$ cat config.mk
export PLATFORM = sky130hd
export DESIGN_NAME = ex_alu
export DESIGN_NICKNAME = d
export VERILOG_FILES = /design/src/design/ex_pkg.sv /design/src/design/ex_alu.sv
export VERILOG_INCLUDE_DIRS = /design/src /design/src/design
export SDC_FILE = /design/constraint.sdc
export NUM_CORES = 1
export LEC_CHECK = 0
export BUFFER_PORTS_ARGS = -buffer_cell sky130_fd_sc_hd__buf_4
export CAP_MARGIN = 30
export CORE_MARGIN = 4
export CORE_UTILIZATION = 30
export DETAILED_ROUTE_END_ITERATION = 7
export MAX_ROUTING_LAYER = met4
export PLACE_DENSITY = 0.44
export SYNTH_ARGS = -nofsm -noshare
export SYNTH_HDL_FRONTEND = slang
export SYNTH_SLANG_ARGS = --single-unit
$ cat constraint.sdc
create_clock -name vclk -period 7.8
set_clock_uncertainty 0.15 [all_clocks]
set_input_delay 1.56 -clock vclk [all_inputs]
set_output_delay 1.56 -clock vclk [all_outputs]
set_load 0.05 [all_outputs]
$ cat src/design/ex_config.svh
`ifndef EX_CONFIG_SVH
`define EX_CONFIG_SVH

// datapath width
`define XLEN 32

// number of iterative multipliers, 1 to 4
`define MUL_NUM 2

// cycles from multiplier start to done
// has to divide XLEN evenly
`define MUL_CYCLES 4

// result queue entries, power of two
`define RES_DEPTH 8

`endif

$ cat src/design/ex_pkg.sv
`include "ex_config.svh"

package ex_pkg;

	////////////////////////////////////////////////////////////////////////////
	// encodings
	////////////////////////////////////////////////////////////////////////////

	// which unit group takes the instruction
	typedef enum logic [1:0] {
		chan_none, chan_alu, chan_br, chan_mult
	} ex_channel_e;

	typedef enum logic [1:0] {
		opa_rs1, opa_npc, opa_pc, opa_zero
	} ex_opa_sel_e;

	typedef enum logic [2:0] {
		opb_rs2, opb_i_imm, opb_s_imm, opb_b_imm, opb_u_imm, opb_j_imm
	} ex_opb_sel_e;

	// multiply codes sit at the top, the ALU never sees them
	typedef enum logic [3:0] {
		alu_add, alu_sub, alu_slt, alu_sltu, alu_and, alu_or, alu_xor,
		alu_sll, alu_srl, alu_sra, alu_mul, alu_mulh, alu_mulhsu, alu_mulhu
	} ex_alu_func_e;

	////////////////////////////////////////////////////////////////////////////
	// packets
	////////////////////////////////////////////////////////////////////////////

	// fields that ride along untouched
	typedef struct packed {
		logic [3:0]       tag;
		logic [`XLEN-1:0] npc;
		logic [`XLEN-1:0] rs2_value;
		logic [4:0]       dest_reg_idx;
		logic             rd_mem;
		logic             wr_mem;
		logic [2:0]       mem_size;
		logic             halt;
		logic             illegal;
		logic             valid;
	} ex_ctrl_t;

	typedef struct packed {
		ex_ctrl_t         ctrl;
		ex_channel_e      channel;
		logic [`XLEN-1:0] pc;
		logic [31:0]      inst;
		logic [`XLEN-1:0] rs1_value;
		ex_opa_sel_e      opa_select;
		ex_opb_sel_e      opb_select;
		ex_alu_func_e     alu_func;
		logic             cond_branch;
		logic             uncond_branch;
	} ex_issue_t;

	typedef struct packed {
		ex_ctrl_t         ctrl;
		logic [`XLEN-1:0] result;
		logic             take_branch;
		logic             is_zeroreg;
	} ex_packet_t;

	// immediate decode, sign extended
	function automatic logic [`XLEN-1:0] imm_i(input logic [31:0] inst);
		return {{(`XLEN-12){inst[31]}}, inst[31:20]};
	endfunction

	function automatic logic [`XLEN-1:0] imm_s(input logic [31:0] inst);
		return {{(`XLEN-12){inst[31]}}, inst[31:25], inst[11:7]};
	endfunction

	function automatic logic [`XLEN-1:0] imm_b(input logic [31:0] inst);
		return {{(`XLEN-13){inst[31]}}, inst[31], inst[7], inst[30:25], inst[11:8], 1'b0};
	endfunction

	// upper 20 bits, low 12 zero
	function automatic logic [`XLEN-1:0] imm_u(input logic [31:0] inst);
		return {inst[31:12], 12'h000};
	endfunction

	function automatic logic [`XLEN-1:0] imm_j(input logic [31:0] inst);
		return {{(`XLEN-21){inst[31]}}, inst[31], inst[19:12], inst[20], inst[30:21], 1'b0};
	endfunction

endpackage

$ cat src/design/ex_alu.sv
`include "ex_config.svh"

module ex_alu (
	input  logic [`XLEN-1:0]     opa,
	input  logic [`XLEN-1:0]     opb,
	input  ex_pkg::ex_alu_func_e func,
	output logic [`XLEN-1:0]     result
);
	import ex_pkg::*;

	logic [4:0] shamt;
	logic       lt_signed;
	logic       lt_unsigned;

	// shift amount from low five bits only
	assign shamt = opb[4:0];

	// compares for slt and sltu
	assign lt_signed   = $signed(opa) < $signed(opb);
	assign lt_unsigned = opa < opb;

	always_comb begin
		case (func)
			alu_add:  result = opa + opb;
			alu_sub:  result = opa - opb;
			alu_slt:  result = {{(`XLEN-1){1'b0}}, lt_signed};
			alu_sltu: result = {{(`XLEN-1){1'b0}}, lt_unsigned};
			alu_and:  result = opa & opb;
			alu_or:   result = opa | opb;
			alu_xor:  result = opa ^ opb;
			alu_sll:  result = opa << shamt;
			alu_srl:  result = opa >> shamt;
			// arithmetic, keeps the sign
			alu_sra:  result = $signed(opa) >>> shamt;
			// multiplies go to the multipliers
			default:  result = '0;
		endcase
	end

endmodule

==> flow_summary.yaml <==
sta:
  hold_ws_ns: 3.63
  setup_violations: 0
  rsz0062_at_grt: "no"
  max-slew-margin-rel_pct: 34.2
  period_share_pct: 88.7
  fmax_mhz: 144
  max_slew.worst_pin.slew_ns: 0.987
  tns_ns: 0
  fin_crit_ns: 6.92
  maxSlewViolCount: 0
  timing_hold_violations_final: 0
run:
  cap_violations: 0
floorplanning:
  die_w_um: 173
  dieHeight_um: 173
  floorplan.die_area_mm2: 0.0300
  start_util_pct: 30.5
  core_area_mm2: 0.0269
  rows: 60
  io_pins: 100
synth:
  syn_area_mm2: 0.00819
  yosysSeqAreaShare_pct: 0
  syn_avg_cell_area_um2: 6.80
  synth_cell_types: 78
  synth_area_leaders: "ha_1 (15%), mux4_2 (12%), a21oi_1 (7.3%)"
  yosysTopAreaCellShare_pct: 14.8
  syn_nets: 1372
  yosysWarnings: 0
  synth_cells: 1205
  yosys.area.top_type: "ha_1"
critical_path:
  critical_path.max_stage_delay_ns: 0.65
  crit_chain: "buf_4 > ha_1 > fa_1 > nor2_1 > o221ai_1 > o21ai_0 > a211oi_1 > and2_1 > o211a_1 > o21ai_0 > a2111oi_0 > a211o_1 > buf_4"
  cp_num_buf_inv: 2
  worstSetupStartpointType: "input pin"
  worst_path_max_delay_cell: "a211oi_1"
  worstSetupPathType: "input pin to primary output"
  cp.arrival_ns: 5.21
  critPathTopFamily: "compound AO/OA/AOI/OAI gates"
  cp.required_ns: 6.09
  crit_fanout: 41
  cp-end-kind: "primary output"
final_layout:
  final_nets: 1398
  clkbuf_count: 0
  final_cell_mix: "nor2_1 (144), buf_4 (121), a21oi_1 (120)"
  seq_area_um2: 0
  post-route-util_pct: 34.0
  design_area_mm2: 0.00914
  n_sequential_cell: 0
  drive_gt1_share_pct: 15.9
  syn_to_final_growth_pct: 11.5
  insertedDiodeCount: 0
  layout_commonest_cell: "nor2_1"
cts:
  cts_resized: 0
  postCtsSetupBuffers: 0
  ctsHoldBuffers: 0
min_path:
  hold_path_depth: 5
  holdCritPathClass: "input pin to primary output"
  holdPathEnd: "result[0]"
  worstHoldStart: "func[1]"
placement:
  placed_area_mm2: 0.00914
  portBuffers: 100
  dpl.hpwl_mm: 32.9
  place_congestion: 1.00
power_and_ir_drop:
  p_total_w: 0.000775
  p_per_area_mw_per_mm2: 84.8
  peakVddDrop_uv: 52.1
  leakagePower_nw: 3.86
global_route:
  grt_max_degree: 76
  globalRouteOverflowTotal: 0
  grt_pass1_vias: 9320
  grt_usage_pct: 27.5
  antenna_found_initial: 2
  grt_pass1_wl_mm: 62.7
drt:
  viasPerCell: 6.43
  wl_per_cell_um: 27.0
  drtAntennaViolNets: 0
  vias: 10102
  remaining_drc_errors: 0
  routed_wl_mm: 42.3
  drtPass1Iterations: 6
  drt_iter0_drc: 1451
run_status:
  status: "finished clean"
-- layout make-up --
class                      instances  area, um2
fill                            3016      17700
multi-input combinational       1010       7440
timing repair buffer             121        908
tap                              341        427
inverter                          98        368
-- logic make-up after synthesis --
logic type / synth area share (%)
AO/OA/AOI/OAI: 36.3
buffers and inverters: 9.48
adder cells (fa/ha/maj): 15.3
AND/OR/NAND/NOR: 19.2
multiplexers: 17.1
XOR/XNOR: 2.57
-- stage by stage --
stage | setup WS, ns | std cells
2_1_floorplan | 0.456 | 1205
3_3_place_gp | 0.967 | 1570
3_5_place_dp | 0.969 | 1570
4_1_cts | 0.933 | 1570
5_1_grt | 0.618 | 1570
6_report | 0.879 | 1570
-- per-layer routing --
| metal | global-route usage (%) | routed length [um] | up-vias |
|---|---|---|---|
| li1 | - | - | 4551 |
| met1 | 41.9 | 19600 | 4962 |
| met2 | 41.0 | 18500 | 539 |
| met3 | 1.53 | 3390 | 50 |
| met4 | 3.59 | 858 | 0 |
| met5 | - | 0 | - |
-- Yosys cell counts, types with 3 or more instances --
| library cell | count |
|---|---|
| nand4_1 | 5 |
| o2111ai_1 | 7 |
| o211ai_1 | 25 |
| a221o_1 | 9 |
| a2111oi_0 | 6 |
| ha_1 | 97 |
| o21bai_1 | 13 |
| clkbuf_1 | 61 |
| nor2_1 | 145 |
| mux4_2 | 44 |
| nand2b_1 | 5 |
| mux2i_1 | 33 |
| a211o_1 | 8 |
| o31ai_1 | 12 |
| a22oi_1 | 14 |
| buf_2 | 18 |
| a211oi_1 | 19 |
| o22ai_1 | 12 |
| nor3_1 | 30 |
| nand2_1 | 81 |
| o31a_1 | 4 |
| o21ai_0 | 111 |
| o221ai_1 | 10 |
| a21o_1 | 11 |
| or3_1 | 15 |
| a221oi_1 | 19 |
| mux2_2 | 7 |
| inv_1 | 94 |
| a311oi_1 | 3 |
| a31oi_1 | 10 |
| a21oi_1 | 120 |
| nor2b_1 | 8 |
| o21a_1 | 6 |
| buf_1 | 14 |
| xnor2_1 | 22 |
| or2_2 | 6 |
| nor4_1 | 6 |
| o21ai_1 | 4 |
| and3_1 | 3 |
| nand3_1 | 32 |
-- report_power, final --
group | leakage, nW | internal (W) | switching [W] | total (W)
Sequential | 0 | 0 | 0 | 0
Clock | 0 | 0 | 0 | 0
Combinational | 3.86 | 0.000265 | 0.000510 | 0.000775
-- tightest hold or removal path, cell delays in order --
cell and delay [ns]:
buf_4 0.14, nand2_1 0.08, o21ai_0 0.16, a211o_1 0.10
buf_4 0.19
-- worst max path at each step --
stage                             to  slack (ns)    from  cells after the start
after floorplan           result[30]        0.46  opb[2]                     16
after detailed placement   result[0]        0.97  opb[0]                     13
after global placement     result[0]        0.97  opb[0]                     13
after global routing       result[0]        0.62  opb[0]                     13
after CTS                  result[0]        0.93  opb[0]                     13
final                      result[0]        0.88  opb[0]                     13
No activity file was read; power rests on OpenSTA's default activity.
