`config.mk`:
```
export PLATFORM = sky130hd
export DESIGN_NAME = ex_multiplier
export DESIGN_NICKNAME = d
export VERILOG_FILES = /design/src/design/ex_pkg.sv /design/src/design/ex_multiplier.sv
export VERILOG_INCLUDE_DIRS = /design/src /design/src/design
export SDC_FILE = /design/constraint.sdc
export NUM_CORES = 2
export LEC_CHECK = 0
export BUFFER_PORTS_ARGS = -buffer_cell sky130_fd_sc_hd__buf_4
export CAP_MARGIN = 25
export CORE_ASPECT_RATIO = 1.75
export CORE_MARGIN = 5
export CORE_UTILIZATION = 55
export CTS_CLUSTER_SIZE = 30
export DETAILED_ROUTE_END_ITERATION = 10
export PLACE_DENSITY = 0.83
export SLEW_MARGIN = 40
export SYNTH_ARGS = -nofsm -noshare
export SYNTH_HDL_FRONTEND = slang
export SYNTH_SLANG_ARGS = --single-unit
export TNS_END_PERCENT = 20
```
`constraint.sdc`:
```
create_clock -name clock -period 10.6 [get_ports clock]
set_clock_uncertainty 0.1 [all_clocks]
set_input_delay 1.59 -clock clock [delete_from_list [all_inputs] [get_ports clock]]
set_output_delay 1.59 -clock clock [all_outputs]
set_load 0.1 [all_outputs]
```
`src/design/ex_config.svh`:
```
`ifndef EX_CONFIG_SVH
`define EX_CONFIG_SVH

// datapath width
`define XLEN 32

// number of iterative multipliers, 1 to 4
`define MUL_NUM 2

// cycles from multiplier start to done
// has to divide XLEN evenly
`define MUL_CYCLES 4

// result queue entries, power of two
`define RES_DEPTH 8

`endif

```
`src/design/ex_pkg.sv`:
```
`include "ex_config.svh"

package ex_pkg;

	////////////////////////////////////////////////////////////////////////////
	// encodings
	////////////////////////////////////////////////////////////////////////////

	// which unit group takes the instruction
	typedef enum logic [1:0] {
		chan_none, chan_alu, chan_br, chan_mult
	} ex_channel_e;

	typedef enum logic [1:0] {
		opa_rs1, opa_npc, opa_pc, opa_zero
	} ex_opa_sel_e;

	typedef enum logic [2:0] {
		opb_rs2, opb_i_imm, opb_s_imm, opb_b_imm, opb_u_imm, opb_j_imm
	} ex_opb_sel_e;

	// multiply codes sit at the top, the ALU never sees them
	typedef enum logic [3:0] {
		alu_add, alu_sub, alu_slt, alu_sltu, alu_and, alu_or, alu_xor,
		alu_sll, alu_srl, alu_sra, alu_mul, alu_mulh, alu_mulhsu, alu_mulhu
	} ex_alu_func_e;

	////////////////////////////////////////////////////////////////////////////
	// packets
	////////////////////////////////////////////////////////////////////////////

	// fields that ride along untouched
	typedef struct packed {
		logic [3:0]       tag;
		logic [`XLEN-1:0] npc;
		logic [`XLEN-1:0] rs2_value;
		logic [4:0]       dest_reg_idx;
		logic             rd_mem;
		logic             wr_mem;
		logic [2:0]       mem_size;
		logic             halt;
		logic             illegal;
		logic             valid;
	} ex_ctrl_t;

	typedef struct packed {
		ex_ctrl_t         ctrl;
		ex_channel_e      channel;
		logic [`XLEN-1:0] pc;
		logic [31:0]      inst;
		logic [`XLEN-1:0] rs1_value;
		ex_opa_sel_e      opa_select;
		ex_opb_sel_e      opb_select;
		ex_alu_func_e     alu_func;
		logic             cond_branch;
		logic             uncond_branch;
	} ex_issue_t;

	typedef struct packed {
		ex_ctrl_t         ctrl;
		logic [`XLEN-1:0] result;
		logic             take_branch;
		logic             is_zeroreg;
	} ex_packet_t;

	// immediate decode, sign extended
	function automatic logic [`XLEN-1:0] imm_i(input logic [31:0] inst);
		return {{(`XLEN-12){inst[31]}}, inst[31:20]};
	endfunction

	function automatic logic [`XLEN-1:0] imm_s(input logic [31:0] inst);
		return {{(`XLEN-12){inst[31]}}, inst[31:25], inst[11:7]};
	endfunction

	function automatic logic [`XLEN-1:0] imm_b(input logic [31:0] inst);
		return {{(`XLEN-13){inst[31]}}, inst[31], inst[7], inst[30:25], inst[11:8], 1'b0};
	endfunction

	// upper 20 bits, low 12 zero
	function automatic logic [`XLEN-1:0] imm_u(input logic [31:0] inst);
		return {inst[31:12], 12'h000};
	endfunction

	function automatic logic [`XLEN-1:0] imm_j(input logic [31:0] inst);
		return {{(`XLEN-21){inst[31]}}, inst[31], inst[19:12], inst[20], inst[30:21], 1'b0};
	endfunction

endpackage

```
`src/design/ex_multiplier.sv`:
```
`include "ex_config.svh"

module ex_multiplier (
	input  logic                 clock,
	input  logic                 arst_n,
	input  logic                 start,
	input  logic [`XLEN-1:0]     opa,
	input  logic [`XLEN-1:0]     opb,
	input  ex_pkg::ex_alu_func_e func,
	input  ex_pkg::ex_ctrl_t     ctrl_in,
	output logic                 busy,
	output logic                 done,
	output logic [`XLEN-1:0]     product,
	output ex_pkg::ex_ctrl_t     ctrl_out
);
	import ex_pkg::*;

	localparam int CHUNK = `XLEN / `MUL_CYCLES;
	localparam int CNT_W = $clog2(`MUL_CYCLES);

	logic               a_signed;
	logic               b_signed;
	logic [`XLEN:0]     a_ext;
	logic [`XLEN:0]     b_ext;
	logic [2*`XLEN-1:0] a_wide;
	logic [2*`XLEN-1:0] b_corr;
	logic [2*`XLEN-1:0] prod_init;
	logic [2*`XLEN-1:0] step_term;
	logic [2*`XLEN-1:0] prod_q;
	logic [2*`XLEN-1:0] mcand_q;
	logic [`XLEN-1:0]   mplier_q;
	logic [CNT_W-1:0]   count_q;
	logic               busy_q;
	ex_alu_func_e       func_q;
	ex_ctrl_t           ctrl_q;

	// mulh signs both, mulhsu only a
	assign a_signed = (func == alu_mulh) || (func == alu_mulhsu);
	assign b_signed = func == alu_mulh;
	assign a_ext    = {a_signed & opa[`XLEN-1], opa};
	assign b_ext    = {b_signed & opb[`XLEN-1], opb};
	assign a_wide   = {{(`XLEN-1){a_ext[`XLEN]}}, a_ext};

	// negative b weighs -2^XLEN at its top bit
	assign b_corr    = b_ext[`XLEN] ? (a_wide << `XLEN) : '0;
	// first chunk folds in at the start edge
	assign prod_init = a_wide * (2*`XLEN)'(b_ext[CHUNK-1:0]) - b_corr;
	assign step_term = mcand_q * (2*`XLEN)'(mplier_q[CHUNK-1:0]);

	always_ff @(posedge clock or negedge arst_n) begin
		if (!arst_n) begin
			busy_q  <= 1'b0;
			count_q <= '0;
		end else if (start) begin
			busy_q  <= 1'b1;
			count_q <= CNT_W'(`MUL_CYCLES - 1);
		end else if (busy_q) begin
			// done cycle frees the unit
			if (count_q == '0)
				busy_q <= 1'b0;
			else
				count_q <= count_q - 1'b1;
		end
	end

	always_ff @(posedge clock) begin
		if (start) begin
			prod_q   <= prod_init;
			mcand_q  <= a_wide << CHUNK;
			mplier_q <= b_ext[`XLEN-1:0] >> CHUNK;
			func_q   <= func;
			ctrl_q   <= ctrl_in;
		end else if (busy_q && count_q != '0) begin
			prod_q   <= prod_q + step_term;
			mcand_q  <= mcand_q << CHUNK;
			mplier_q <= mplier_q >> CHUNK;
		end
	end

	assign busy     = busy_q;
	assign done     = busy_q && (count_q == '0);
	// low word for mul, high word for the rest
	assign product  = (func_q == alu_mul) ? prod_q[`XLEN-1:0] : prod_q[2*`XLEN-1:`XLEN];
	assign ctrl_out = ctrl_q;

	// allocator upstream only picks idle units
	a_no_start_busy: assert property (@(posedge clock) disable iff (!arst_n)
		start |-> !busy_q)
		else $error("multiplier started while busy");

endmodule

```
==> qor.txt <==
DP HPWL - 80200 um
N_diodes - 0
Critical Path RT - 10.79 ns
Register area - 6950 um^2
Die W - 201 um
Slowest-stage cell, CP - edfxtp_1
Cell count after synthesis - 3734
Top post-synthesis cells by area - fa_1, edfxtp_1, and2_1
Share of cells above drive strength 1 - 11.1%
Top-count cell post-synth - inv_1
DRC errors left - 0
Number of global-route vias before repair - 30300
CTS resizes - 0
Initial core utilization - 55.5%
Core area - 63300 um^2
P&R area growth vs syn - 9.88%
Remaining antenna violation count - 0
Drt wl/cell - 21.5 um
Synth Net Count - 4634
Count of unique library cells instantiated by Yosys - 77
Setup crit start - mplier_q[3]
Asr flop ratio synth - 1.29%
Hold Path Class - register to register
Rel. slew slack - 46.5%
Clock Path Buffers - 3
Total Negative Setup Slacks - 0 ns
Worst skew pair latency - 0.58 ns
Initial antenna violation count - 4
Max-Cap Viols - 0
Reg2Reg Launch Point - mplier_q[3]
Slowest stage delay, CP - 0.71 ns
Area of the multi-input gates - 25400 um^2
Largest net degree at the start of global routing - 99
CP arrival - 10.07 ns
Final Hold Fails - 0
Fmax - 101 MHz
Gr usage total - 29.2%
Setup crit start kind - register
Status - finished, final reports clean
Area leader, netlist - fa_1
# port buffers - 266
Total setup buffers inserted after CTS - 0
Sequential fraction of the synthesis area - 19.8%
Vias per std cell - 5.86
Pre-antenna DRT Iters - 6
Setup violations, final - 0
Fillers - 5266
Max-slew violations - 0
Synth top cells by count - inv_1, fa_1, and2_1
Synthesized flop and latch total - 232
Nets - 4775
Number of enable flip-flop cells after synthesis - 229
Top FF cell, synth - edfxtp_1
Worst setup path end - prod_q[63]
Worst Path Max Fanout - 42
Post-synthesis area per instance - 9.41 um^2
Slew @ Worst Pin - 0.803 ns
Ports - 267
RSZ-0062 raised after global routing - false
R2r setup slk - 0.72 ns
Total number of vias - 27600
WL final - 101000 um
CP Class - register to register
Minimum clock period - 9.88 ns
Reg2Reg Depth - 30
Die ar. - 69200 um^2
# hold bufs at CTS - 0
H-tree Lvls - 1
Row count - 122
Most used cell, CP - fa_1
Netlist Area Pre-Place - 35100 um^2
Hold depth - 1
Root Driver - clkbuf_16
DR iter-0 viols - 1665
First-pass GRT wire length - 160000 um
Inserted Clock Buffers - 25
# clock sinks - 232
Worst setup EP type - register
Worst R2R End - prod_q[63]
GR Overflow Total - 0
Synth top area share - 28.8%
Period utilization - 93.2%
CTS clk-pin slew, worst paths - 0.07 ns
Die Y-Extent - 344 um
Synth warnings - 0
CTS tree - done
Final GP Congestion - 1.01
==> placed cells by master (no fill, tap or decap), drive strengths merged, types with 5 or more instances in the layout <==
master  netlist  layout
a211o         8       8
a211oi       25      25
a21boi        7       7
a21o         81      81
a21oi       195     195
a31oi        21      21
and2        500     500
and3         18      18
and4          8       8
buf          33     286
bufinv        0       6
clkbuf      139      28
clkinv        0       6
edfxtp      229     229
fa          506     506
ha          242     242
inv         573     577
mux2         75      75
mux2i         5       5
nand2       373     373
nand2b       27      27
nand3        34      34
nand4        22      22
nor2        107     107
nor2b        17      17
nor3         21      21
nor3b         7       7
o211ai       11      11
o21a         25      25
o21ai       137     137
o21bai       27      27
o31ai        14      14
or2           8       8
or3           5       5
xnor2       106     106
xor2         66      66
==> cell type report <==
class | count | share of cell area [%]
sequential | 232 | 18.0
inverter | 573 | 5.57
clock inverter | 17 | 0.677
tap | 806 | 2.61
timing repair buffer | 286 | 5.61
clock buffer | 28 | 1.68
multi-input combinational | 2757 | 65.8
==> metrics by stage <==
step,util [%],cells,setup slack (ns),area (um^2),hold WS (ns)
finish,60.9,4699,0.716,38600,0.401
global route,60.9,4699,0.580,38600,0.416
CTS,60.9,4699,0.820,38600,0.401
detailed placement,59.5,4654,0.513,37700,0.386
global placement,59.5,4654,0.627,37700,0.369
floorplan,-,3734,0.970,35100,0.359
==> worst min path at each step <==
| stage | start | to | slack, ns |
|---|---|---|---|
| finish | count_q[1] | count_q[1] | 0.40 |
| global route | count_q[1] | count_q[1] | 0.42 |
| CTS | count_q[1] | count_q[1] | 0.40 |
| detailed placement | count_q[1] | count_q[1] | 0.39 |
| global placement | count_q[1] | count_q[1] | 0.37 |
| floorplan | count_q[1] | count_q[1] | 0.36 |
==> cells by family after synthesis <==
kind of cell | after synthesis | synth area share [%]
simple gates | 1161 | 17.2
fa+ha+maj | 748 | 37.4
buf+inv | 745 | 7.98
compound gates | 595 | 10.7
flops | 232 | 19.8
xor+xnor | 173 | 4.35
mux | 80 | 2.55
==> sequential cells by signal, summed over array words and instances (netlist names) <==
register and count:
ctrl_out 81, prod_q 64, mcand_q 56, mplier_q 24, func_q 4, count_q 2, busy 1
==> routing by layer <==
layer	wire [um]	global-route usage, %	up-vias
li1	-	-	12300
met3	7820	6.06	357
met4	6850	16.5	2
met2	52000	53.3	1188
met5	7	0	-
met1	34200	31.4	13700
==> worst max-delay path, delay by kind of cell, from the launching register on <==
family                   cells  cell delay (ns)
XOR/XNOR                     2             0.31
adder cells (fa/ha/maj)      6             2.79
AND/OR/NAND/NOR              9             2.81
flip-flops                   1             0.71
buffers and inverters        3             0.63
multiplexers                 1             0.07
AO/OA/AOI/OAI                9             2.16
Power is not shown: default switching activity piles up to over one toggle a cycle in this logic, so the estimate is an artifact.
