<file path="src/design/ex_config.svh">
`ifndef EX_CONFIG_SVH
`define EX_CONFIG_SVH

// datapath width
`define XLEN 32

// number of iterative multipliers, 1 to 4
`define MUL_NUM 2

// cycles from multiplier start to done
// has to divide XLEN evenly
`define MUL_CYCLES 4

// result queue entries, power of two
`define RES_DEPTH 8

`endif

</file>
<file path="src/design/ex_pkg.sv">
`include "ex_config.svh"

package ex_pkg;

	////////////////////////////////////////////////////////////////////////////
	// encodings
	////////////////////////////////////////////////////////////////////////////

	// which unit group takes the instruction
	typedef enum logic [1:0] {
		chan_none, chan_alu, chan_br, chan_mult
	} ex_channel_e;

	typedef enum logic [1:0] {
		opa_rs1, opa_npc, opa_pc, opa_zero
	} ex_opa_sel_e;

	typedef enum logic [2:0] {
		opb_rs2, opb_i_imm, opb_s_imm, opb_b_imm, opb_u_imm, opb_j_imm
	} ex_opb_sel_e;

	// multiply codes sit at the top, the ALU never sees them
	typedef enum logic [3:0] {
		alu_add, alu_sub, alu_slt, alu_sltu, alu_and, alu_or, alu_xor,
		alu_sll, alu_srl, alu_sra, alu_mul, alu_mulh, alu_mulhsu, alu_mulhu
	} ex_alu_func_e;

	////////////////////////////////////////////////////////////////////////////
	// packets
	////////////////////////////////////////////////////////////////////////////

	// fields that ride along untouched
	typedef struct packed {
		logic [3:0]       tag;
		logic [`XLEN-1:0] npc;
		logic [`XLEN-1:0] rs2_value;
		logic [4:0]       dest_reg_idx;
		logic             rd_mem;
		logic             wr_mem;
		logic [2:0]       mem_size;
		logic             halt;
		logic             illegal;
		logic             valid;
	} ex_ctrl_t;

	typedef struct packed {
		ex_ctrl_t         ctrl;
		ex_channel_e      channel;
		logic [`XLEN-1:0] pc;
		logic [31:0]      inst;
		logic [`XLEN-1:0] rs1_value;
		ex_opa_sel_e      opa_select;
		ex_opb_sel_e      opb_select;
		ex_alu_func_e     alu_func;
		logic             cond_branch;
		logic             uncond_branch;
	} ex_issue_t;

	typedef struct packed {
		ex_ctrl_t         ctrl;
		logic [`XLEN-1:0] result;
		logic             take_branch;
		logic             is_zeroreg;
	} ex_packet_t;

	// immediate decode, sign extended
	function automatic logic [`XLEN-1:0] imm_i(input logic [31:0] inst);
		return {{(`XLEN-12){inst[31]}}, inst[31:20]};
	endfunction

	function automatic logic [`XLEN-1:0] imm_s(input logic [31:0] inst);
		return {{(`XLEN-12){inst[31]}}, inst[31:25], inst[11:7]};
	endfunction

	function automatic logic [`XLEN-1:0] imm_b(input logic [31:0] inst);
		return {{(`XLEN-13){inst[31]}}, inst[31], inst[7], inst[30:25], inst[11:8], 1'b0};
	endfunction

	// upper 20 bits, low 12 zero
	function automatic logic [`XLEN-1:0] imm_u(input logic [31:0] inst);
		return {inst[31:12], 12'h000};
	endfunction

	function automatic logic [`XLEN-1:0] imm_j(input logic [31:0] inst);
		return {{(`XLEN-21){inst[31]}}, inst[31], inst[19:12], inst[20], inst[30:21], 1'b0};
	endfunction

endpackage

</file>
<file path="src/design/ex_result_if.sv">
`include "ex_config.svh"

// one finished result per done pulse
interface ex_result_if;
	import ex_pkg::*;

	logic             done;
	ex_ctrl_t         ctrl;
	logic [`XLEN-1:0] result;
	logic             take_branch;

	// merge logic side
	modport unit (
		output done,
		output ctrl,
		output result,
		output take_branch
	);

	// queue side, written at the edge that ends the done cycle
	modport queue (
		input done,
		input ctrl,
		input result,
		input take_branch
	);

endinterface

</file>
<file path="src/design/ex_result_fifo.sv">
`include "ex_config.svh"

module ex_result_fifo (
	input  logic                              clock,
	input  logic                              arst_n,
	ex_result_if.queue                        single_res,
	ex_result_if.queue                        mult_res,
	output ex_pkg::ex_packet_t                ex_packet_out,
	output logic                              out_valid,
	output logic [$clog2(`RES_DEPTH):0]       free_count
);
	import ex_pkg::*;

	localparam int PTR_W = $clog2(`RES_DEPTH);
	localparam int CNT_W = PTR_W + 1;

	ex_packet_t       mem [`RES_DEPTH];
	ex_packet_t       pkt_single;
	ex_packet_t       pkt_mult;
	logic [PTR_W-1:0] head_q;
	logic [PTR_W-1:0] tail_q;
	logic [PTR_W-1:0] mult_ptr;
	logic [CNT_W-1:0] count_q;
	logic [1:0]       n_wr;
	logic             pop;

	// pack both sources
	always_comb begin
		pkt_single.ctrl        = single_res.ctrl;
		pkt_single.result      = single_res.result;
		pkt_single.take_branch = single_res.take_branch;
		pkt_single.is_zeroreg  = single_res.ctrl.dest_reg_idx == 5'd0;
		pkt_mult.ctrl          = mult_res.ctrl;
		pkt_mult.result        = mult_res.result;
		pkt_mult.take_branch   = mult_res.take_branch;
		pkt_mult.is_zeroreg    = mult_res.ctrl.dest_reg_idx == 5'd0;
	end

	assign n_wr = {1'b0, single_res.done} + {1'b0, mult_res.done};
	// head leaves every cycle, nothing below stalls
	assign pop  = count_q != '0;
	// single result goes first on a double write
	assign mult_ptr = single_res.done ? tail_q + 1'b1 : tail_q;

	always_ff @(posedge clock) begin
		if (single_res.done)
			mem[tail_q] <= pkt_single;
		if (mult_res.done)
			mem[mult_ptr] <= pkt_mult;
	end

	always_ff @(posedge clock or negedge arst_n) begin
		if (!arst_n) begin
			head_q  <= '0;
			tail_q  <= '0;
			count_q <= '0;
		end else begin
			head_q  <= head_q + PTR_W'(pop);
			tail_q  <= tail_q + PTR_W'(n_wr);
			count_q <= count_q + CNT_W'(n_wr) - CNT_W'(pop);
		end
	end

	assign ex_packet_out = mem[head_q];
	assign out_valid     = pop;
	assign free_count    = CNT_W'(`RES_DEPTH) - count_q;

	// the two-free-entry issue rule keeps this true
	a_no_overflow: assert property (@(posedge clock) disable iff (!arst_n)
		int'(count_q) + int'(n_wr) - int'(pop) <= `RES_DEPTH)
		else $error("result queue overflow");

endmodule

</file>
<file path="src/flat_wrapper.sv">
// flat-port wrapper written by rule: the top's interface ports become plain ports
module ex_result_fifo_flat import ex_pkg::*;
  (clock, arst_n, ex_packet_out, out_valid, free_count, single_res_done, single_res_ctrl, single_res_result, single_res_take_branch, mult_res_done, mult_res_ctrl, mult_res_result, mult_res_take_branch);
  ex_result_if single_res_i ();
  ex_result_if mult_res_i ();
  input  logic clock;
  input  logic arst_n;
  output ex_pkg::ex_packet_t ex_packet_out;
  output logic out_valid;
  output logic [$clog2(`RES_DEPTH):0] free_count;
  input wire logic [$bits(single_res_i.done)-1:0] single_res_done;
  input wire logic [$bits(single_res_i.ctrl)-1:0] single_res_ctrl;
  input wire logic [$bits(single_res_i.result)-1:0] single_res_result;
  input wire logic [$bits(single_res_i.take_branch)-1:0] single_res_take_branch;
  input wire logic [$bits(mult_res_i.done)-1:0] mult_res_done;
  input wire logic [$bits(mult_res_i.ctrl)-1:0] mult_res_ctrl;
  input wire logic [$bits(mult_res_i.result)-1:0] mult_res_result;
  input wire logic [$bits(mult_res_i.take_branch)-1:0] mult_res_take_branch;
  assign single_res_i.done = single_res_done;
  assign single_res_i.ctrl = single_res_ctrl;
  assign single_res_i.result = single_res_result;
  assign single_res_i.take_branch = single_res_take_branch;
  assign mult_res_i.done = mult_res_done;
  assign mult_res_i.ctrl = mult_res_ctrl;
  assign mult_res_i.result = mult_res_result;
  assign mult_res_i.take_branch = mult_res_take_branch;
  ex_result_fifo u_core (.clock(clock), .arst_n(arst_n), .single_res(single_res_i), .mult_res(mult_res_i), .ex_packet_out(ex_packet_out), .out_valid(out_valid), .free_count(free_count));
endmodule
</file>
<file path="config.mk">
export PLATFORM = sky130hd
export DESIGN_NAME = ex_result_fifo_flat
export DESIGN_NICKNAME = d
export VERILOG_FILES = /design/src/design/ex_pkg.sv /design/src/design/ex_result_if.sv /design/src/design/ex_result_fifo.sv /design/src/flat_wrapper.sv
export VERILOG_INCLUDE_DIRS = /design/src /design/src/design
export SDC_FILE = /design/constraint.sdc
export NUM_CORES = 1
export LEC_CHECK = 0
export BUFFER_PORTS_ARGS = -buffer_cell sky130_fd_sc_hd__buf_2
export CORE_MARGIN = 4
export CORE_UTILIZATION = 25
export DETAILED_ROUTE_END_ITERATION = 8
export GPL_ROUTABILITY_DRIVEN = 0
export RECOVER_POWER = 25
export SLEW_MARGIN = 20
export SYNTH_ARGS = -nofsm -noshare
export SYNTH_HDL_FRONTEND = slang
export SYNTH_SLANG_ARGS = --single-unit
export TNS_END_PERCENT = 20
</file>
<file path="constraint.sdc">
create_clock -name clock -period 22.4 [get_ports clock]
set_clock_uncertainty 0.05 [all_clocks]
set_input_delay 4.48 -clock clock [delete_from_list [all_inputs] [get_ports clock]]
set_output_delay 4.48 -clock clock [all_outputs]
set_load 0.005 [all_outputs]
</file>
==> run metrics <==
crit-path max FO 83; vias in the first global route 26731; row cnt 157; initial antenna violation count 43; share of the core filled with cells 29.5%; Seq/Total Area, Yosys 60.2%; Unique masters post-synth 44; die area 0.192 mm^2; Flop pwr share 38.1%; dpl hpwl 73400 um; Slew Limit Fails 538; Post-Syn Instances 2453; Max VDD drop 96.5 uV; fin nets 3045; Final Hold Fails 0; share of post-route cells with drive strength above 1 62.6%; worst skew pair latency 710 ps; final setup fails 0; max_slew headroom -420%; Initial Util 25.2%; Via density 4.66; minimum clock period 12390 ps; Vias 25027; CTS Buffer Depth 3; final worst slack 10010 ps; syn nets 2699; unrepaired setup endpoints after global routing no; sw power 2.37 mW; Async SR Flop Fraction 1.08%; Final ANT Viol Nets 0; grt met3 use 2.73%; CP Launch Type input pin; area fraction of the dominant cell type after synthesis 59.7%; first-pass GRT wire length 189000 um; Synth Register Bits 930; CP Capture Type flip-flop; wire length per cell 24.3 um; final WL 131000 um; Synth Warn # 0; DRT iter0 DRCs 1728; total negative setup slack 0 ps; placed instance area 0.0509 mm^2; syn avg cell area 18.9 um^2; Internal Pwr Total 4.84 mW; Clk pwr share 23.8%; post-route cell area 0.0542 mm^2; Worst Tran Pin Value 7800 ps; Port-buffer cells 351; CP required 22810 ps; Ports 352; final non-filler cell total 5368; Tcrit/Tclk final 55.3%; dpl ws 13310 ps; most common cell after layout, fill and taps aside mux2_2; DRC 0; met1 Use GR 17.4%; busiest grt layer met2; grt met2 use 22.4%; Post-Syn Area 0.0463 mm^2; placed cells 5154; Leakage 17.6 nW; fmax 0.0807 GHz; htree depth 3; die height 438 um; Synth Flop Type edfxtp_1; Sw Ratio 32.9%; most frequent cells in the layout mux2_2 (1017), edfxtp_1 (920), buf_2 (349), mux4_2 (230), clkbuf_16 (107); ranking of synthesized cells by area edfxtp_1 (60%), mux2_2 (25%), mux4_2 (11%); first-pass detailed-route iteration total 5; GRT Resource Usage Total 13.3%; Layout area overhead 17.0%; TritonCTS clock tree built; Post-synth EDFFs 920; # hold bufs at CTS 0; worst hold path type reg2reg; Arrival @ worst endpoint 12800 ps; CTS Buf Count 107; clock root buffer master clkbuf_16; largest net degree at the start of global routing 89; PD cells 133 mW/mm^2; status finished, violations left; Die X 438 um; core area 0.184 mm^2; number of max-cap violations 16; Logic pwr share 38.0%; Synth area leader edfxtp_1; Setup CP Type in2reg; filler cell count 18184; Clock transition at path regs 60 ps; remaining global-route overflow 0; CTS resizes 0; failing checks max-capacitance violations, max-slew violations; CTS Sinks 930; setup bufs post-CTS 0
cells by family (layout without fill, tap and decap cells):
group           after synthesis  count (layout)  share of synthesized area [%]
simple gates                 29              29                          0.454
other cells                   0              17                              0
compound gates               28              28                          0.481
xor+xnor                     10              10                          0.189
flops                       930             930                           60.2
mux                        1262            1262                           36.3
fa+ha+maj                    14              14                          0.394
buf+inv                     180             614                           2.02
power by group through the flow:
stage	logic, mW	registers (mW)	clock network [mW]
finish	2.74	2.75	1.72
global route	2.93	2.79	1.84
CTS	2.80	2.75	1.77
detailed placement	2.79	2.78	0
global placement	2.77	2.77	0
floorplan	1.79	2.83	0
Yosys cell counts (6+ instances only):
library cell	n
clkbuf_1	41
buf_2	90
edfxtp_1	920
buf_6	6
buf_1	6
dfrtp_1	10
mux4_2	230
mux2_2	1018
inv_1	9
buf_4	27
xnor2_1	6
mux2_1	10
ha_1	13
area by class of cell:
type,count,area (um^2),area share [%]
antenna,17,42.5,0.0785
clock buffer,136,2820,5.20
clock inverter,61,607,1.12
inverter,9,33.8,0.0624
multi-input combinational,1343,17500,32.4
sequential,930,27900,51.5
tap,2464,3080,5.69
timing repair buffer,408,2160,4.00
stage by stage:
stage          hold slack (ps)  power (mW)
2_1_floorplan              427        4.62
3_3_place_gp               609        5.54
3_5_place_dp               626        5.57
4_1_cts                    634        7.32
5_1_grt                    660        7.56
6_report                   630        7.21
path summary, 6_finish.rpt:
path,startpoint,endpoint,slack [ps],depth (start not counted)
max in group asynchronous,arst_n,u_core.head_q[2]$_DFF_PN0_,18130,1
max reg2reg,u_core.tail_q[0]$_DFF_PN0_,u_core.mem[7][97]$_DFFE_PP_,13550,6
min reg2reg,u_core.count_q[3]$_DFF_PN0_,u_core.count_q[3]$_DFF_PN0_,630,3
min,u_core.count_q[3]$_DFF_PN0_,u_core.count_q[3]$_DFF_PN0_,630,3
min in group asynchronous,arst_n,u_core.head_q[0]$_DFF_PN0_,3710,1
max,single_res_done,u_core.mem[7][97]$_DFFE_PP_,10010,6
registers in the layout, indices dropped and copies added (netlist names):
| signal | flops |
|---|---|
| u_core.mem | 920 |
| u_core.count_q | 4 |
| u_core.head_q | 3 |
| u_core.tail_q | 3 |
worst max-delay path: stages:
cell      delay [ps]
clkbuf_1         610
nand4b_1         370
o22ai_4          210
clkbuf_1        5410
buf_4           1210
mux2_2           410
routing by layer:
metal	vias up	routed length, um
met5	-	173
met4	26	2990
met3	252	7230
li1	10866	-
met1	13191	55900
met2	692	64200
Note: power is estimated with default switching activity, not from simulation.
