[src/design/ex_config.svh]
`ifndef EX_CONFIG_SVH
`define EX_CONFIG_SVH

// datapath width
`define XLEN 32

// number of iterative multipliers, 1 to 4
`define MUL_NUM 2

// cycles from multiplier start to done
// has to divide XLEN evenly
`define MUL_CYCLES 4

// result queue entries, power of two
`define RES_DEPTH 8

`endif

[src/design/ex_branch.sv]
`include "ex_config.svh"

module ex_branch (
	input  logic [`XLEN-1:0] rs1,
	input  logic [`XLEN-1:0] rs2,
	input  logic [2:0]       funct3,
	input  logic [`XLEN-1:0] pc,
	input  logic [`XLEN-1:0] npc,
	input  logic [`XLEN-1:0] opa,
	input  logic [`XLEN-1:0] opb,
	output logic             cond,
	output logic [`XLEN-1:0] target,
	output logic [`XLEN-1:0] link
);

	logic eq;
	logic lt_signed;
	logic lt_unsigned;

	assign eq          = rs1 == rs2;
	assign lt_signed   = $signed(rs1) < $signed(rs2);
	assign lt_unsigned = rs1 < rs2;

	// funct3 picks the test
	always_comb begin
		case (funct3)
			3'b000:  cond = eq;
			3'b001:  cond = !eq;
			3'b100:  cond = lt_signed;
			3'b101:  cond = !lt_signed;
			3'b110:  cond = lt_unsigned;
			3'b111:  cond = !lt_unsigned;
			default: cond = 1'b0;
		endcase
	end

	// pc + imm for branches and jal, rs1 + imm for jalr
	assign target = {opa[`XLEN-1:1] + opb[`XLEN-1:1] + (`XLEN-1)'(opa[0] & opb[0]), 1'b0};

	// return address, pc + 4 when the issue side left npc empty
	assign link = (npc != '0) ? npc : pc + `XLEN'd4;

endmodule

[config.mk]
export PLATFORM = sky130hd
export DESIGN_NAME = ex_branch
export DESIGN_NICKNAME = d
export VERILOG_FILES = /design/src/design/ex_branch.sv
export VERILOG_INCLUDE_DIRS = /design/src /design/src/design
export SDC_FILE = /design/constraint.sdc
export NUM_CORES = 1
export LEC_CHECK = 0
export ABC_CLOCK_PERIOD_IN_PS = 3200
export BUFFER_PORTS_ARGS = -buffer_cell sky130_fd_sc_hd__buf_2
export CAP_MARGIN = 20
export CORE_AREA = 2 2 102 104
export DETAILED_ROUTE_END_ITERATION = 6
export DIE_AREA = 0 0 104 106
export PLACE_DENSITY_LB_ADDON = 0.25
export SLEW_MARGIN = 20
export SYNTH_ARGS = -nofsm -noshare
export SYNTH_HDL_FRONTEND = slang
export SYNTH_SLANG_ARGS = --single-unit
[constraint.sdc]
create_clock -name vclk -period 3.2
set_input_delay 0.16 -clock vclk [all_inputs]
set_output_delay 0.16 -clock vclk [all_outputs]
set_load 0.005 [all_outputs]
==> results.py, run 1 <==
metrics = {
    "drt": {
        "vias_per_cell": 4.886,
        "route.detailed.drc": 0,
        "drtIter0Drc": 102,
        "wl_per_cell_um": 12.90,
        "routed_wl_um": 10710,
        "dr.pass1.iters": 4,
        "vias": 4055,
        "ant_nets": 0,
    },
    "synth": {
        "yosysWarnings": 0,
        "syn_nets": 694,
        "synthDistinctLibCells": 50,
        "yosysSeqAreaShare": 0,
        "synthesis.area_mm2": 0.003153,
        "synthCells": 435,
        "syn_avg_cell_area_um2": 7.248,
    },
    "final_layout": {
        "drive_gt1_frac": 0.4075,
        "final_cell_area_mm2": 0.004636,
        "n_clock_buffer": 0,
        "seqCellArea_um2": 0,
        "utilization": 0.4636,
        "fin_nets": 953,
        "final_common_cell": "buf_2",
        "area_growth_syn_to_layout_pct": 47.02,
        "final_cell_mix": "259 x buf_2, 62 x ha_1, 51 x a21o_1, 40 x xnor2_1, 36 x inv_1",
        "seq_cells": 0,
    },
    "sta": {
        "relSlewSlack": 0.6194,
        "rsz0062_at_grt": "false",
        "fin_tns_setup_ns": 0,
        "drv_slew": 0,
        "fmax_mhz": 334.8,
        "setup_viol": 0,
        "min_period_ns": 2.987,
        "finalCritPeriodShare": 0.9333,
        "final-hold-violation-count": 0,
        "worstMarginPinSlew_ns": 0.5670,
        "holdWs_ns": 0.5759,
    },
    "critical_path": {
        "cp-end-kind": "output port",
        "crit_arrival_ns": 2.83,
        "worstSetupPathType": "in2out",
        "startpoint_type": "primary input",
        "cp.required_ns": 3.04,
        "crit_fanout": 3,
    },
    "hold_path": {
        "hold_class": "in2out",
    },
    "floorplanning": {
        "core_area_mm2": 0.01000,
        "die-area_mm2": 0.01102,
        "chipWidth_um": 104,
        "start_util": 0.3153,
        "fp.dieH_um": 106,
        "ios": 260,
        "fp-row-count": 37,
    },
    "grt": {
        "track_usage": 0.1859,
        "grt_pass1_vias": 4083,
        "antenna_found_initial": 2,
        "grt_pass1_wl_um": 17690,
        "grt_start_max_net_pins": 25,
        "gr-total-overflow": 0,
    },
    "power_and_ir_drop": {
        "p_clk_frac": 0,
        "netSwitchingPower_w": 0.0003500,
        "p_int_w": 0.0003888,
        "p_sw_frac": 0.4737,
        "ir_drop_mv": 0.09851,
        "combPwrFrac": 1.000,
        "p_leak_nw": 2.680,
        "seq_power_share": 0,
        "p_total_w": 0.0007388,
        "power_per_cell_area_mw_per_mm2": 159.4,
    },
    "placement": {
        "routabilityCongestion": 0.8674,
        "dp_hpwl_um": 9811,
        "io_buffers": 259,
        "place_area_mm2": 0.004614,
    },
    "run": {
        "max_cap_viol_count": 0,
    },
    "status": {
        "outcome": "finished, final reports clean",
    },
}
## power by group through the flow
stage | sequential [W] | clock (W) | combinational [W]
after floorplan | 0 | 0 | 0.000417
after global placement | 0 | 0 | 0.000729
after detailed placement | 0 | 0 | 0.000738
after CTS | 0 | 0 | 0.000745
after global routing | 0 | 0.0000000000839 | 0.000837
final | 0 | 0.0000000000839 | 0.000739
## critical path, cell delays in order
cell,delay (ns)
buf_2,0.09
and2_1,0.16
fa_2,0.35
fa_2,0.36
a21o_1,0.19
a31o_1,0.26
a21oi_2,0.15
o21ai_1,0.09
a221o_1,0.36
a21oi_2,0.16
o21bai_1,0.07
a21oi_1,0.15
xnor2_1,0.13
buf_2,0.14
## per-layer routing
layer / GRT usage / up-vias / wire (um)
met3: 0.03495 / 10 / 732
met5: 0 / - / 0
met1: 0.1913 / 1811 / 3970
met4: 0.03571 / 0 / 178
met2: 0.3863 / 141 / 5829
li1: - / 2093 / -
## per-stage QoR
| stage | instances | setup slack (ns) |
|---|---|---|
| finish | 830 | 0.2133 |
| global route | 830 | 0.02674 |
| CTS | 827 | 0.04589 |
| detailed placement | 827 | -0.01127 |
| global placement | 827 | 0.02019 |
| floorplan | 435 | 0.3512 |
## kinds of logic (layout without fill, tap and decap cells)
logic type               Yosys count  after routing  share of synthesized area
AO/OA/AOI/OAI                    139            139                     0.3139
AND/OR/NAND/NOR                  127            127                     0.2048
adder cells (fa/ha/maj)           64             64                     0.2587
XOR/XNOR                          59             59                     0.1639
buffers and inverters             45            302                    0.05754
other                              1              3                   0.001189
## area by class of cell
| cell class | instances | area [um^2] |
|---|---|---|
| repair buffers | 265 | 1341 |
| diodes | 2 | 5.005 |
| well taps | 136 | 170.2 |
| multi-input cells | 390 | 2980 |
| fillers | 1093 | 5364 |
| inverters | 37 | 138.9 |
## Yosys cell counts, types with 4 or more instances
cell	number	area (um^2)
o21ai_0	11	55.05
o21ai_1	8	40.04
nor2_1	25	93.84
a21oi_1	30	150.1
nand2_1	30	112.6
o21a_1	4	30.03
a21o_1	51	382.9
nand3_1	15	75.07
inv_1	36	135.1
nor4_1	10	62.56
and3_1	8	50.05
nor2b_1	4	25.02
a21oi_2	4	35.03
nand2b_1	8	50.05
clkbuf_1	5	18.77
xor2_1	19	166.4
nand4_1	11	68.82
xnor2_1	40	350.3
ha_1	62	775.7
o21bai_1	11	82.58
## path summary, 6_finish.rpt
| path | depth (start not counted) | endpoint | from |
|---|---|---|---|
| min | 3 | link[19] | npc[19] |
| max | 14 | target[21] | opa[0] |
## what timing repair did
action / CTS / global route
endpoints found under the hold margin: 0 / 0
hold buffers: 0 / 0
pin swaps: 1 / 1
gates resized for setup: 0 / 3
setup buffers: 0 / 1
endpoints found under the setup margin: 1 / 4
Note: power is estimated with default switching activity, not from simulation.
==> run 2, diff against run 1 <==
--- a/config.mk
+++ b/config.mk
@@ -6,12 +6,12 @@
 export SDC_FILE = /design/constraint.sdc
 export NUM_CORES = 1
 export LEC_CHECK = 0
-export ABC_CLOCK_PERIOD_IN_PS = 3200
+export ABC_CLOCK_PERIOD_IN_PS = 2600
 export BUFFER_PORTS_ARGS = -buffer_cell sky130_fd_sc_hd__buf_2
 export CAP_MARGIN = 20
-export CORE_AREA = 2 2 102 104
+export CORE_AREA = 2 2 101 103
 export DETAILED_ROUTE_END_ITERATION = 6
-export DIE_AREA = 0 0 104 106
+export DIE_AREA = 0 0 103 105
 export PLACE_DENSITY_LB_ADDON = 0.25
 export SLEW_MARGIN = 20
 export SYNTH_ARGS = -nofsm -noshare
==> constraint.sdc (replaced) <==
create_clock -name vclk -period 2.6
set_input_delay 0.13 -clock vclk [all_inputs]
set_output_delay 0.13 -clock vclk [all_outputs]
set_load 0.005 [all_outputs]
==> run 2 against run 1 <==
The flow now finishes with violations (negative setup slack). Power is 36% higher. Cell count is 1.8% higher. Die area is 1.9% lower. Worst setup slack worse by 0.47 ns. Combinational power is 37% higher. Utilization is 4.3 points higher. Hold slack worse by 0.059 ns. Via count is 2.7% higher. First-iteration DRC count is 17% higher. Final area is 5.3% higher. Routed wire length is 4.6% higher. Critical endpoint unchanged. Largest cell class unchanged. Highest routed layer unchanged.
==> results.py, run 2 (same netlist as run 1, synthesis figures left out) <==
metrics = {
    "sta": {
        "fin_ws_ns": -0.2613,
        "min_period_ns": 2.861,
        "finalCritPeriodShare": 1.101,
        "worstMarginPinSlew_ns": 0.5062,
        "rsz0062_at_grt": "true",
        "final-hold-violation-count": 0,
        "fin_tns_setup_ns": -1.323,
        "drv_slew": 0,
        "relSlewSlack": 0.6599,
        "fmax_mhz": 349.5,
        "setup_viol": 7,
    },
    "critical_path": {
        "cp_cell_sequence": "buf_6 > and2_4 > fa_2 > fa_2 > a21o_1 > a31o_1 > a21oi_2 > o21ai_2 > a221o_1 > a21oi_2 > o21bai_1 > a21oi_1 > xnor2_1 > buf_2",
        "crit_fanout": 2,
        "startpoint_type": "primary input",
        "worstSetupPathType": "in2out",
        "cp.required_ns": 2.47,
        "cp_num_buf_inv": 2,
        "max_stage_delay_ns": 0.36,
        "crit_slowest_cell": "a221o_1",
        "cp-end-kind": "output port",
        "crit_family": "compound AO/OA/AOI/OAI gates",
        "crit_arrival_ns": 2.73,
    },
    "hold_path": {
        "hold_class": "in2out",
    },
    "placement": {
        "routabilityCongestion": 0.9498,
        "io_buffers": 259,
        "place_area_mm2": 0.004710,
        "dp_hpwl_um": 9851,
        "placed_cells": 836,
    },
    "floorplanning": {
        "start_util": 0.3271,
        "die-area_mm2": 0.01082,
        "ios": 260,
        "core_area_mm2": 0.009639,
        "fp-row-count": 36,
        "chipWidth_um": 103,
        "fp.dieH_um": 105,
    },
    "final_layout": {
        "num_antenna_cells": 0,
        "fin_nets": 973,
        "final_common_cell": "buf_2",
        "final_cell_area_mm2": 0.004883,
        "seqCellArea_um2": 0,
        "seq_cells": 0,
        "area_growth_syn_to_layout_pct": 54.88,
        "final_cells": 845,
        "drive_gt1_frac": 0.4480,
        "final_cell_mix": "258 x buf_2, 61 x ha_1, 51 x a21o_1, 37 x xnor2_1, 36 x inv_1",
        "n_clock_buffer": 0,
    },
    "drt": {
        "route.detailed.drc": 0,
        "vias": 4166,
        "dr.pass1.iters": 4,
        "drtIter0Drc": 119,
        "wl_per_cell_um": 13.26,
        "ant_nets": 0,
        "routed_wl_um": 11210,
        "vias_per_cell": 4.930,
    },
    "grt": {
        "grt_pass1_wl_um": 16820,
        "grt_start_max_net_pins": 25,
        "gr-total-overflow": 0,
        "track_usage": 0.1832,
        "antenna_found_initial": 0,
        "grt_pass1_vias": 3876,
    },
    "power_and_ir_drop": {
        "p_leak_nw": 2.816,
        "power_per_cell_area_mw_per_mm2": 206.5,
        "ir_drop_mv": 0.1293,
    },
    "clock_network": {
        "cts_hold_buffers": 0,
    },
    "run": {
        "max_cap_viol_count": 0,
    },
    "status": {
        "outcome": "complete, but fails checks",
        "violations": "negative setup slack",
    },
}
[run 2: repair_timing]
item,CTS,global route
pin swaps,14,18
buffers inserted,7,5
gates resized for setup,12,9
setup endpoints to repair,8,13
[run 2: path summary, 6_finish.rpt]
kind | startpoint | to | slack (ns) | cells past startpoint
min | npc[26] | link[26] | 0.52 | 3
max | opa[0] | target[21] | -0.26 | 14
[run 2: layout make-up]
class / count / area [um^2]
well taps: 133 / 166.4
repair buffers: 285 / 1501
multi-input cells: 390 / 3077
fillers: 1032 / 4756
inverters: 37 / 138.9
[run 2: power by group]
group          switching [W]  internal, W
logic               0.000473     0.000535
clock network              0            0
registers                  0            0
total               0.000473     0.000535
[run 2: through the flow]
step	power [W]	worst slack [ns]	hold slack, ns	utilization
floorplan	0.0005161	0.02089	0.3249	-
global placement	0.0009253	-0.2516	0.5146	0.4886
detailed placement	0.0009415	-0.3036	0.5175	0.4886
CTS	0.0009804	-0.2745	0.5183	0.4988
global route	0.001118	-0.4298	0.5384	0.5066
finish	0.001008	-0.2613	0.5165	0.5066
[run 2: routing by layer]
metal  wire [um]  vias up  global-route usage
met3         868       11             0.02140
met5           0        -                   0
met4         113        0             0.01692
li1            -     2134                   -
met1        4524     1846              0.2238
met2        5698      175              0.3469
==> run 3, diff against run 2 <==
--- a/config.mk
+++ b/config.mk
@@ -6,13 +6,13 @@
 export SDC_FILE = /design/constraint.sdc
 export NUM_CORES = 1
 export LEC_CHECK = 0
-export ABC_CLOCK_PERIOD_IN_PS = 2600
+export ABC_CLOCK_PERIOD_IN_PS = 3600
 export BUFFER_PORTS_ARGS = -buffer_cell sky130_fd_sc_hd__buf_2
 export CAP_MARGIN = 20
 export CORE_AREA = 2 2 101 103
 export DETAILED_ROUTE_END_ITERATION = 6
 export DIE_AREA = 0 0 103 105
-export PLACE_DENSITY_LB_ADDON = 0.25
+export PLACE_DENSITY = 0.69
 export SLEW_MARGIN = 20
 export SYNTH_ARGS = -nofsm -noshare
 export SYNTH_HDL_FRONTEND = slang
==> constraint.sdc (replaced) <==
create_clock -name vclk -period 3.6
set_input_delay 0.18 -clock vclk [all_inputs]
set_output_delay 0.18 -clock vclk [all_outputs]
set_load 0.005 [all_outputs]
==> run 3 against run 2 <==
The flow now finishes without violations. Worst setup slack better by 0.57 ns. First-iteration DRC count is 33% higher. Global-route usage hardly changed. Non-clock buffer count is 26 lower. Sequential share of layout area stayed put. Count of clock-buffer cells in the layout stayed put. Combinational power is 35% lower. Sequential cell count stayed put. Power is 35% lower. Via count is 1.8% lower. Die area stayed put. Critical path type unchanged. Critical endpoint unchanged. Highest routed layer unchanged.
==> results.py, run 3 (same netlist as run 1, synthesis figures left out) <==
metrics = {
    "sta": {
        "fin_tns_setup_ns": 0,
        "setup_viol": 0,
        "worstMarginPinSlew_ns": 0.5980,
        "drv_slew": 0,
        "rsz0062_at_grt": "false",
        "relSlewSlack": 0.5982,
        "fmax_mhz": 303.8,
        "final-hold-violation-count": 0,
        "finalCritPeriodShare": 0.9145,
        "min_period_ns": 3.292,
        "holdWs_ns": 0.6208,
    },
    "final_layout": {
        "final_cell_area_mm2": 0.004576,
        "fin_nets": 947,
        "final_cells": 820,
        "seqCellArea_um2": 0,
        "multi_input_area_mm2": 0.002972,
        "drive_gt1_frac": 0.3980,
        "fillCellCount": 1013,
        "area_growth_syn_to_layout_pct": 45.12,
        "n_clock_buffer": 0,
        "final_common_cell": "buf_2",
        "final_cell_mix": "259 x buf_2, 62 x ha_1, 51 x a21o_1, 40 x xnor2_1, 36 x inv_1",
        "seq_cells": 0,
    },
    "power_and_ir_drop": {
        "power_per_cell_area_mw_per_mm2": 143.0,
        "p_int_w": 0.0003356,
        "p_clk_frac": 0,
        "p_sw_frac": 0.4872,
        "netSwitchingPower_w": 0.0003188,
        "seq_power_share": 0,
        "ir_drop_mv": 0.08727,
        "p_leak_nw": 2.654,
        "combPwrFrac": 1.000,
    },
    "drt": {
        "vias": 4090,
        "route.detailed.drc": 0,
        "ant_nets": 0,
        "dr.pass1.iters": 7,
        "routed_wl_um": 11140,
        "wl_per_cell_um": 13.58,
        "drtIter0Drc": 158,
        "vias_per_cell": 4.988,
    },
    "clock_network": {
        "post_cts_resized": 0,
        "cts_setup_buffers": 0,
        "cts_hold_buffers": 0,
    },
    "placement": {
        "dp_hpwl_um": 10100,
        "place_area_mm2": 0.004573,
        "io_buffers": 259,
        "routabilityCongestion": 0.9948,
        "placed_cells": 819,
    },
    "grt": {
        "antenna_found_initial": 1,
        "grt_pass1_vias": 3830,
        "grt_pass1_wl_um": 16700,
        "gr-total-overflow": 0,
        "track_usage": 0.1835,
        "grt_start_max_net_pins": 25,
    },
    "run": {
        "max_cap_viol_count": 0,
    },
    "floorplanning": {
        "die-area_mm2": 0.01082,
        "start_util": 0.3271,
        "fp.dieH_um": 105,
        "ios": 260,
        "core_area_mm2": 0.009639,
        "chipWidth_um": 103,
        "fp-row-count": 36,
    },
    "critical_path": {
        "max_stage_delay_ns": 0.41,
        "cp-end-kind": "output port",
        "startpoint_type": "primary input",
        "worstSetupPathType": "in2out",
        "crit_slowest_cell": "fa_1",
        "crit_fanout": 3,
        "crit_arrival_ns": 3.11,
        "cp_cell_sequence": "buf_2 > and2_1 > fa_1 > fa_1 > a21o_1 > a31o_1 > a21oi_1 > o21ai_1 > a221o_1 > a21oi_2 > o21bai_1 > a21oi_1 > xnor2_1 > buf_2",
        "cp.required_ns": 3.42,
    },
    "status": {
        "outcome": "finished, final reports clean",
    },
    "hold_path": {
        "hold_class": "in2out",
    },
}
## run 3: cell type report
| class | count | area share |
|---|---|---|
| Multi-Input combinational cell | 390 | 0.6494 |
| Timing Repair Buffer | 259 | 0.2833 |
| Tap cell | 133 | 0.03637 |
| Inverter | 37 | 0.03035 |
| Antenna cell | 1 | 0.0005469 |
## run 3: final timing paths
path              slack [ns]  startpoint  cells after the start         end
setup / recovery        0.31      opa[0]                     14  target[21]
hold / removal          0.62     npc[26]                      3    link[26]
## run 3: power by group through the flow
stage / Combinational, W / Clock, W / Sequential [W]
floorplan: 0.000371 / 0 / 0
global placement: 0.000644 / 0 / 0
detailed placement: 0.000654 / 0 / 0
CTS: 0.000659 / 0 / 0
global route: 0.000730 / 0 / 0
finish: 0.000654 / 0.0000000000373 / 0
## run 3: stage by stage
| stage | power [W] | util | setup WS (ns) |
|---|---|---|---|
| global route | 0.0007296 | 0.4744 | 0.1126 |
| detailed placement | 0.0006539 | 0.4744 | 0.3197 |
| global placement | 0.0006443 | 0.4744 | 0.3447 |
| finish | 0.0006544 | 0.4747 | 0.3079 |
| CTS | 0.0006589 | 0.4744 | 0.3033 |
| floorplan | 0.0003710 | - | 0.7112 |
## run 3: per-layer routing
layer  up-vias  wire length (um)  GRT usage  share of wire
met5         -                 0          0              0
met4         0                98    0.01504         0.0088
met3         8               926    0.03278          0.083
met2       163              5544     0.3506           0.50
met1      1834              4566     0.2157           0.41
li1       2085                 -          -              -
## run 3: critical path: cells and delay by family
| kind | cells | cell delay [ns] |
|---|---|---|
| AOI/OAI and AO/OA | 8 | 1.59 |
| adders and majority gates | 2 | 0.80 |
| buffers and inverters | 2 | 0.23 |
| and+or+nand+nor | 1 | 0.15 |
| xor gates and xnor gates | 1 | 0.14 |
